**src/acq_pkg.sv**
```systemverilog
package acq_pkg;

    // stream widths
    localparam int S_WIDTH = 128;
    localparam int M_WIDTH = 64;

    // sample lanes in one input beat
    localparam int LANES = 8;
    localparam int LANE_WIDTH = S_WIDTH / LANES;
    localparam int ADC_BITS = 12;

    // trigger level as a share of full scale, 4096 * 10 / 100 = 409
    localparam int THRESHOLD_PERCENT = 10;
    localparam int THRESHOLD_LEVEL = (1 << ADC_BITS) * THRESHOLD_PERCENT / 100;

    // record window in input beats
    localparam int PRE_LEN = 4;
    localparam int POST_LEN = 11;
    // header + pre + trigger + post
    localparam int REC_BEATS = 1 + PRE_LEN + 1 + POST_LEN;

    localparam int STAMP_WIDTH = 16;

    // ring depth, next power of two above the record
    localparam int BUF_DEPTH = 1 << $clog2(REC_BEATS);
    localparam int PTR_WIDTH = $clog2(BUF_DEPTH);

    // detector output beat
    typedef struct packed {
        logic [S_WIDTH-1:0]     data;
        logic                   hit;
        logic [STAMP_WIDTH-1:0] stamp;
    } stage_beat_t;

    // record beat towards the width converter
    typedef struct packed {
        logic [S_WIDTH-1:0] data;
        logic               first;
        logic               last;
    } wide_beat_t;

    // ring buffer phases
    typedef enum logic [1:0] {
        FILL,
        POST,
        DRAIN
    } buf_state_e;

endpackage

```
**src/acq_top.sv**
```systemverilog
`timescale 1ns/1ps

module acq_top (
    input  logic                        AXIS_ACLK,
    input  logic                        AXIS_ARESETN,
    input  logic [acq_pkg::S_WIDTH-1:0] s_tdata,
    input  logic                        s_tvalid,
    output logic                        s_tready,
    output logic [acq_pkg::M_WIDTH-1:0] m_tdata,
    output logic                        m_tvalid,
    input  logic                        m_tready,
    output logic                        m_tuser,
    output logic                        m_tlast,
    output logic                        busy
);
    import acq_pkg::*;

    stage_beat_t stage;
    logic        stage_valid;
    logic        armed;
    wide_beat_t  wide;
    logic        wide_valid;
    logic        wide_ready;

    // ADC stream cannot be stalled
    assign s_tready = 1'b1;

    trigger_detect u_trigger_detect (
        .AXIS_ACLK    (AXIS_ACLK),
        .AXIS_ARESETN (AXIS_ARESETN),
        .s_tdata      (s_tdata),
        .s_tvalid     (s_tvalid),
        .armed        (armed),
        .stage        (stage),
        .stage_valid  (stage_valid)
    );

    pretrig_ring_buffer u_ring_buffer (
        .AXIS_ACLK    (AXIS_ACLK),
        .AXIS_ARESETN (AXIS_ARESETN),
        .stage        (stage),
        .stage_valid  (stage_valid),
        .armed        (armed),
        .busy         (busy),
        .wide         (wide),
        .wide_valid   (wide_valid),
        .wide_ready   (wide_ready)
    );

    stream_width_down u_width_down (
        .AXIS_ACLK    (AXIS_ACLK),
        .AXIS_ARESETN (AXIS_ARESETN),
        .wide         (wide),
        .wide_valid   (wide_valid),
        .wide_ready   (wide_ready),
        .m_tdata      (m_tdata),
        .m_tvalid     (m_tvalid),
        .m_tready     (m_tready),
        .m_tuser      (m_tuser),
        .m_tlast      (m_tlast)
    );

endmodule

```
**src/pretrig_ring_buffer.sv**
```systemverilog
`timescale 1ns/1ps

module pretrig_ring_buffer (
    input  logic                 AXIS_ACLK,
    input  logic                 AXIS_ARESETN,
    input  acq_pkg::stage_beat_t stage,
    input  logic                 stage_valid,
    output logic                 armed,
    output logic                 busy,
    output acq_pkg::wide_beat_t  wide,
    output logic                 wide_valid,
    input  logic                 wide_ready
);
    import acq_pkg::*;

    logic [S_WIDTH-1:0] mem [BUF_DEPTH];

    buf_state_e state;

    logic [PTR_WIDTH-1:0]             wr_ptr;
    logic [PTR_WIDTH-1:0]             rd_ptr;
    logic [$clog2(PRE_LEN+1)-1:0]     fill_cnt;
    logic [$clog2(POST_LEN)-1:0]      post_cnt;
    logic [$clog2(REC_BEATS+1)-1:0]   rd_cnt;
    logic [STAMP_WIDTH-1:0]           rec_stamp;

    logic wr_en;
    logic hit_in;
    logic post_done;
    logic rd_en;
    logic drain_done;

    // beats arriving during drain are dropped
    assign wr_en     = stage_valid && (state != DRAIN);
    assign hit_in    = stage_valid && stage.hit && (state == FILL);
    assign post_done = stage_valid && (state == POST) && (post_cnt == POST_LEN - 1);
    assign rd_en     = wide_valid && wide_ready;

    // last beat is held downstream, its high half transfer raises wide_ready
    assign drain_done = (state == DRAIN) && (rd_cnt == REC_BEATS) && wide_ready;

    // counts the beat being written this cycle as well
    assign armed = (state == FILL) &&
                   ((fill_cnt == PRE_LEN) || (stage_valid && (fill_cnt == PRE_LEN - 1)));

    assign busy = (state != FILL);

    // circular sample store
    always_ff @(posedge AXIS_ACLK)
    begin
        if (wr_en)
        begin
            mem[wr_ptr] <= stage.data;
        end
    end

    // trigger time stamp for the header beat
    always_ff @(posedge AXIS_ACLK)
    begin
        if (hit_in)
        begin
            rec_stamp <= stage.stamp;
        end
    end

    always_ff @(posedge AXIS_ACLK)
    begin
        if (!AXIS_ARESETN)
        begin
            state    <= FILL;
            wr_ptr   <= '0;
            rd_ptr   <= '0;
            fill_cnt <= '0;
            post_cnt <= '0;
            rd_cnt   <= '0;
        end
        else
        begin
            if (wr_en)
            begin
                wr_ptr <= wr_ptr + 1'b1;
            end

            case (state)
                FILL:
                begin
                    if (wr_en && (fill_cnt != PRE_LEN))
                    begin
                        fill_cnt <= fill_cnt + 1'b1;
                    end
                    if (hit_in)
                    begin
                        state    <= POST;
                        post_cnt <= '0;
                        // record starts PRE_LEN entries behind the trigger
                        rd_ptr   <= wr_ptr - PTR_WIDTH'(PRE_LEN);
                    end
                end

                POST:
                begin
                    if (stage_valid)
                    begin
                        post_cnt <= post_cnt + 1'b1;
                    end
                    if (post_done)
                    begin
                        state  <= DRAIN;
                        rd_cnt <= '0;
                    end
                end

                DRAIN:
                begin
                    if (rd_en)
                    begin
                        rd_cnt <= rd_cnt + 1'b1;
                        // header is not in memory
                        if (rd_cnt != 0)
                        begin
                            rd_ptr <= rd_ptr + 1'b1;
                        end
                    end
                    if (drain_done)
                    begin
                        state    <= FILL;
                        fill_cnt <= '0;
                    end
                end

                default:
                begin
                    state <= FILL;
                end
            endcase
        end
    end

    // read-out, no writes happen during drain so memory output is stable
    assign wide_valid = (state == DRAIN) && (rd_cnt != REC_BEATS);
    assign wide.data  = (rd_cnt == 0) ? {{(S_WIDTH-STAMP_WIDTH){1'b0}}, rec_stamp}
                                      : mem[rd_ptr];
    assign wide.first = (rd_cnt == 0);
    assign wide.last  = (rd_cnt == REC_BEATS - 1);

endmodule

```
**src/stream_width_down.sv**
```systemverilog
`timescale 1ns/1ps

module stream_width_down (
    input  logic                        AXIS_ACLK,
    input  logic                        AXIS_ARESETN,
    input  acq_pkg::wide_beat_t         wide,
    input  logic                        wide_valid,
    output logic                        wide_ready,
    output logic [acq_pkg::M_WIDTH-1:0] m_tdata,
    output logic                        m_tvalid,
    input  logic                        m_tready,
    output logic                        m_tuser,
    output logic                        m_tlast
);
    import acq_pkg::*;

    wide_beat_t hold;
    logic       full;
    // 0 selects the low half, 1 the high half
    logic       half;
    logic       xfer;
    logic       load;

    assign xfer = full && m_tready;

    // take a new beat when empty or as the high half leaves
    assign wide_ready = !full || (half && m_tready);
    assign load       = wide_valid && wide_ready;

    always_ff @(posedge AXIS_ACLK)
    begin
        if (!AXIS_ARESETN)
        begin
            full <= 1'b0;
            half <= 1'b0;
        end
        else if (load)
        begin
            full <= 1'b1;
            half <= 1'b0;
        end
        else if (xfer)
        begin
            if (half)
            begin
                full <= 1'b0;
            end
            half <= ~half;
        end
    end

    // holding register
    always_ff @(posedge AXIS_ACLK)
    begin
        if (load)
        begin
            hold <= wide;
        end
    end

    assign m_tvalid = full;
    assign m_tdata  = half ? hold.data[S_WIDTH-1 -: M_WIDTH] : hold.data[M_WIDTH-1:0];

    // record start on the low half, record end on the high half
    assign m_tuser = full && !half && hold.first;
    assign m_tlast = full && half && hold.last;

endmodule

```
**src/trigger_detect.sv**
```systemverilog
`timescale 1ns/1ps

module trigger_detect (
    input  logic                        AXIS_ACLK,
    input  logic                        AXIS_ARESETN,
    input  logic [acq_pkg::S_WIDTH-1:0] s_tdata,
    input  logic                        s_tvalid,
    input  logic                        armed,
    output acq_pkg::stage_beat_t        stage,
    output logic                        stage_valid
);
    import acq_pkg::*;

    logic [LANES-1:0]       lane_high;
    logic                   beat_high;
    logic                   prev_high;
    logic                   edge_hit;
    logic [STAMP_WIDTH-1:0] beat_cnt;

    // per-lane compare on the low ADC bits
    always_comb
    begin
        for (int i = 0; i < LANES; i++)
        begin
            lane_high[i] = (s_tdata[i*LANE_WIDTH +: ADC_BITS] >= THRESHOLD_LEVEL);
        end
    end

    assign beat_high = |lane_high;

    // rising edge only, and only while the buffer has enough history
    assign edge_hit = beat_high && !prev_high && armed;

    // free-running beat index and previous beat level
    always_ff @(posedge AXIS_ACLK)
    begin
        if (!AXIS_ARESETN)
        begin
            beat_cnt  <= '0;
            prev_high <= 1'b0;
        end
        else if (s_tvalid)
        begin
            beat_cnt  <= beat_cnt + 1'b1;
            prev_high <= beat_high;
        end
    end

    // strobe follows the accepted beat by one cycle
    always_ff @(posedge AXIS_ACLK)
    begin
        if (!AXIS_ARESETN)
        begin
            stage_valid <= 1'b0;
        end
        else
        begin
            stage_valid <= s_tvalid;
        end
    end

    // registered beat with its hit flag and stamp
    always_ff @(posedge AXIS_ACLK)
    begin
        if (s_tvalid)
        begin
            stage.data  <= s_tdata;
            stage.hit   <= edge_hit;
            // stamp is the count of beats before this one
            stage.stamp <= beat_cnt;
        end
    end

endmodule
```
**config.mk**
```make
export PLATFORM = sky130hd
export DESIGN_NAME = acq_top
export DESIGN_NICKNAME = d
export VERILOG_FILES = /design/src/acq_pkg.sv /design/src/acq_top.sv /design/src/pretrig_ring_buffer.sv /design/src/stream_width_down.sv /design/src/trigger_detect.sv
export SDC_FILE = /design/constraint.sdc
export NUM_CORES = 2
export LEC_CHECK = 0
export ABC_CLOCK_PERIOD_IN_PS = 18600
export BUFFER_PORTS_ARGS = -buffer_cell sky130_fd_sc_hd__buf_4
export CORE_ASPECT_RATIO = 0.75
export CORE_MARGIN = 2
export CORE_UTILIZATION = 40
export CTS_CLUSTER_DIAMETER = 100
export DETAILED_ROUTE_END_ITERATION = 16
export SLEW_MARGIN = 20
export SYNTH_ARGS = -nofsm -noshare
export SYNTH_HDL_FRONTEND = slang
export SYNTH_SLANG_ARGS = --single-unit
```
**constraint.sdc**
```tcl
create_clock -name AXIS_ACLK -period 18.6 [get_ports AXIS_ACLK]
set_clock_uncertainty 0.2 [all_clocks]
set_input_delay 0.93 -clock AXIS_ACLK [delete_from_list [all_inputs] [get_ports AXIS_ACLK]]
set_output_delay 0.93 -clock AXIS_ACLK [all_outputs]
set_load 0.005 [all_outputs]
```
# After elaboration in Yosys (flattened, before gate mapping)
# Memory sizes are Yosys's and may differ from the RTL's. A register that Yosys moved wholly into a read port is not among the register bits.
# Index checks and enable logic that the tools add are counted.
# totals
regBits	335
mem_bits_rw	4096
in_bits	132
output_inout_bits	69
word_cells	122
n_memories	1
# op_classes
addsub	7
n_lt_le_gt_ge	8
n_eq_ne	17
muxes	26
n_bitwise	2
reduce_logical	42
# memory_table
memory	words	word_bits	rd	rd_clocked_by_memory_dff	wr	line	source
u_ring_buffer.mem	32	128	1	1	1	pretrig_ring_buffer.sv:16	logic [S_WIDTH-1:0] mem [BUF_DEPTH];
# op_table
cell	count
greater-or-equal comparator 12 x 9 -> 1 bit, second input constant	8
two-way mux 64 bit	1
two-way mux 5 bit	7
logical AND 1 bit	20
case mux 5 bit (2 select lines)	2
adder 16 x 1 -> 16 bit, second input constant	1
two-way mux 16 bit	1
adder 5 x 1 -> 5 bit, second input constant	3
AND reduction 3 bit	4
nonzero test 2 bit	6
== test 5 bit, second input constant	2
two-way mux 4 bit	2
inequality test 2 x 1 -> 1 bit, second input constant	4
inequality test 2 bit, second input constant	4
case mux 4 bit (2 select lines)	1
OR reduction 8 bit	1
two-way mux 2 bit	3
two-way mux 3 bit	2
case mux 2 bit (3 select lines)	1
case mux 3 bit (2 select lines)	1
zero test 5 bit	1
two-way mux 1 bit	5
inequality test 5 bit, second input constant	1
nonzero test 5 bit	1
16 further kinds	20

# Depth between registers and ports, before layout
# logic_depth
depth_word	7
depth_mapped	10
depth_no_buf	8

# Cells and area by module
# Synthesis repeated with hierarchy kept, for this count alone.
# hier_totals
cells_unflattened	7100
area_unflattened_um2	167769.7
# modules_own_cells
module	n_inst	cells_each	area_per_inst_um2	seq_area_each_um2
pretrig_ring_buffer	1	6614	157543.6	124059.0
trigger_detect	1	268	5390.2	4714.5
stream_width_down	1	216	4824.6	3943.8
acq_top	1	2	11.3	0.0

# Worst setup path before layout
# OpenSTA, ideal clock, no wires.
# synth_path
kind	input to register
startpoint	input port m_tready
endpoint	register with a tool-made name
arrival_time_ns	11.298
path_slack_ns	6.963
path_stages	5
n_path_buf	0
path_cell_list	a21boi_0 > nor3_1 > o22ai_1 > o21ai_0 > a21boi_0
# synth_lines
element	line	source
start, declared	acq_top.sv:11	input logic m_tready,

==> metrics.md <==
| Metric | Value |
|---|---|
| Status | `complete, no violations` |
| Initial antenna violation count | `33` |
| Number of cells upsized or downsized after cts | `0` |
| First-pass DRT Iterations | `6` |
| WP data required | `19.05 ns` |
| Pwr/cell area | `106 nW/um2` |
| Synth async-reset ratio | `0` |
| Synthesized Nets | `7,154` |
| Final hold violations | `0` |
| Routed wire length on met2 | `222,000 um` |
| Number of cells produced by synthesis | `7,006` |
| Critical path arrival | `6.79 ns` |
| Count of different cell masters after synthesis | `55` |
| Stage delay of the slowest cell on the critical path | `0.86 ns` |
| Layout cells sized above 1 | `0.283` |
| Maximum clock frequency | `0.158 GHz` |
| Cts hold-fix bufs | `70` |
| Crit start category | `register` |
| Number of buffers inserted by post-CTS setup repair | `0` |
| Maximum net fanout on the critical path | `63` |
| Top layer used by detailed routing | `met5` |
| Clock latency on the worst-skew pair | `0.96 ns` |
| I/O pin count | `201` |
| Cell at the root of the clock tree | `sky130_fd_sc_hd__clkbuf_16` |
| Routed Antenna Nets | `0` |
| Yosys top cell area share | `0.785` |
| Via count of the first global-routing pass | `78,610` |
| Critical path start-end classification | `reg2reg` |
| Placeable core area | `417,000 um2` |
| Die span in x | `752 um` |
| Detail-routed net length per standard cell | `35.5 um` |
| Placer Congestion | `0.760` |
| Area growth, synth to finish | `13.7%` |
| CP Capture Type | `register` |
| Vias per cell | `5.99` |
| Cells traversed along the worst timing path | `buf_4 -> buf_4 -> buf_4 -> buf_4 -> buf_4 -> mux4_2 -> mux2i_1 -> a21oi_1 -> a22o_1` |
| Footprint of the multi-input gates | `33,500 um2` |
| HPWL after detailed placement | `240,000 um` |
| Met3 Wirelength | `44,700 um` |
| # H-tree levels | `5` |
| Largest net degree at the start of global routing | `127` |
| Count of flip-flops with a built-in enable after synthesis | `4,387` |
| Yosys reg bits | `4,436` |
| Most common library cell in the layout ignoring fill and taps | `sky130_fd_sc_hd__edfxtp_1` |
| Iteration-0 DRC Markers | `11,414` |
| Final critical path time including I/O delays and setup | `6.33 ns` |
| Die height | `565 um` |
| VDD IR max | `0.0907 mV` |
| Clk sink count | `4,436` |
| Placed Cells | `12,580` |
| IO buf count | `199` |
| Final cycle utilization of the critical path | `0.340` |
| # nets final | `7,632` |
| Most frequent cells in the layout | `sky130_fd_sc_hd__edfxtp_1, sky130_fd_sc_hd__mux4_2, sky130_fd_sc_hd__clkbuf_16, sky130_fd_sc_hd__buf_4, sky130_fd_sc_hd__mux2i_1` |
| Via Count | `80,492` |
| Transition time of the tightest slew-check pin | `1.37 ns` |
| Sequential cell area | `133,000 um2` |
| Initial core utilization | `0.403` |
| Overall Global Routing Usage | `0.220` |
| M1 WL | `198,000 um` |
| Overflow left after global routing | `0` |
| Max cap viols | `0` |
| Remaining max-slew budget at the tightest pin | `0.0836` |
| Overall routed net length | `476,000 um` |
| Slowest-stage cell, CP | `sky130_fd_sc_hd__dfxtp_4` |
| Clock slew at the register clock pins of the worst setup and hold paths | `0.07 ns` |
| Count of yosys warnings during synthesis | `0` |
| Post-synth top flop | `sky130_fd_sc_hd__edfxtp_1` |
| Total Negative Setup Slacks | `0 ns` |
| Inserted Clock Buffers | `411` |
| Final slew viol count | `0` |
| Library cell appearing most often on the critical path | `sky130_fd_sc_hd__buf_4` |
| Synth Cell Area | `168,000 um2` |
| Reported leakage power | `56.9 nW` |
| Top cells by area, synth | `sky130_fd_sc_hd__edfxtp_1, sky130_fd_sc_hd__mux4_2, sky130_fd_sc_hd__mux2i_1` |
| Number of inserted filler cells in the final layout | `34,138` |
| Row count | `205` |
| Buffer depth of the longest clock path | `4` |
| Sequential element share of the synthesized area | `0.791` |
| Non-filler instance count after layout | `13,436` |
| Min Hold Slack | `0.0482 ns` |
| Mapped Avg Cell Area | `23.9 um2` |
| Wire length of the first global-routing pass | `651,000 um` |
| Dominant cell type by area after synthesis | `sky130_fd_sc_hd__edfxtp_1` |
| Full die area | `425,000 um2` |
| Final setup vio count | `0` |
| Clock tree from TritonCTS | `done` |
| Setup repair after global routing missed its margin | `no` |
| DRC | `0` |
| HP Class | `in2reg` |
-- path summary, 6_finish.rpt --
path                                                 start                          end  slack (ns)  depth (start not counted)
worst max register to register                    register        u_width_down.hold[65]       12.27                          9
worst min-delay path                          s_tdata[108]  u_trigger_detect.stage[125]        0.05                          1
worst min register to register  u_trigger_detect.stage[15]  u_ring_buffer.rec_stamp[15]        0.22                          0
worst max-delay path                              register        u_width_down.hold[65]       12.27                          9
-- layout make-up --
type | count | area share
flip-flops and latches | 4436 | 0.696
inverters | 13 | 0.000295
well taps | 5589 | 0.0367
repair buffers | 443 | 0.0215
multi-input cells | 2179 | 0.176
clock inverters | 260 | 0.0134
clock buffers | 496 | 0.0565
diodes | 20 | 0.000262
-- sequential cells by signal, indices dropped and copies added (netlist names), 2 cells and up, named ones only --
signal / cells
u_ring_buffer.wr_ptr: 5
u_trigger_detect.stage: 145
u_ring_buffer.post_cnt: 4
u_ring_buffer.rd_ptr: 5
u_ring_buffer.rec_stamp: 16
u_ring_buffer.rd_cnt: 5
u_ring_buffer.state: 2
u_width_down.hold: 130
u_ring_buffer.fill_cnt: 3
u_ring_buffer.mem: 4096
u_trigger_detect.beat_cnt: 16
-- critical path: cells and delay by family, from the launching register on --
kind,cells,cell delay [ns]
DFF,1,0.86
buffers and inverters,5,3.74
muxes,2,0.60
AOI/OAI and AO/OA,2,0.35
-- synthesized netlist by cell type (7+ instances only) --
master	n
sky130_fd_sc_hd__o21ai_0	14
sky130_fd_sc_hd__mux4_2	1130
sky130_fd_sc_hd__a22o_1	112
sky130_fd_sc_hd__nor3_1	26
sky130_fd_sc_hd__buf_1	36
sky130_fd_sc_hd__ha_1	16
sky130_fd_sc_hd__a22oi_1	38
sky130_fd_sc_hd__mux2_2	65
sky130_fd_sc_hd__clkbuf_1	198
sky130_fd_sc_hd__and2_1	28
sky130_fd_sc_hd__nor2b_1	120
sky130_fd_sc_hd__a211oi_1	112
sky130_fd_sc_hd__buf_4	35
sky130_fd_sc_hd__nand2_1	34
sky130_fd_sc_hd__xnor2_1	19
sky130_fd_sc_hd__dfxtp_1	49
sky130_fd_sc_hd__nand4_1	9
sky130_fd_sc_hd__nand3_1	20
sky130_fd_sc_hd__buf_2	88
sky130_fd_sc_hd__a21oi_1	134
sky130_fd_sc_hd__o22ai_1	20
sky130_fd_sc_hd__mux2i_1	141
sky130_fd_sc_hd__inv_1	11
sky130_fd_sc_hd__a21boi_0	7
sky130_fd_sc_hd__edfxtp_1	4387
sky130_fd_sc_hd__a211o_1	9
sky130_fd_sc_hd__o311a_1	8
sky130_fd_sc_hd__nor2_1	55
sky130_fd_sc_hd__buf_6	21
-- metrics by stage --
stage	util	setup WS [ns]	cell area, um2	power (mW)
after floorplan	-	6.96	168000	11.7
after global placement	0.424	12.43	176000	11.9
after detailed placement	0.424	12.37	176000	12.0
after CTS	0.457	12.35	191000	20.4
after global routing	0.458	12.00	191000	20.8
final	0.458	12.27	191000	20.3
-- power by group --
part / switching [mW] / internal, mW
logic: 0.267 / 0.200
clock network: 3.74 / 4.76
registers: 0.194 / 11.1
-- logic make-up (layout without fill, tap and decap cells) --
family	count (synthesis)	in the layout	synth area share
adder cells (fa/ha/maj)	16	16	0.00119
XOR/XNOR	25	25	0.00131
multiplexers	1336	1336	0.164
AO/OA/AOI/OAI	480	480	0.0202
AND/OR/NAND/NOR	321	321	0.0105
other	1	21	0.0000224
buffers and inverters	391	1212	0.0111
flip-flops	4436	4436	0.791
-- per-layer routing --
layer	vias up	global-route usage
li1	31122	-
met1	44405	0.326
met2	4315	0.340
met3	632	0.0418
met4	18	0.0544
met5	-	0
No activity file was read; power rests on OpenSTA's default activity.
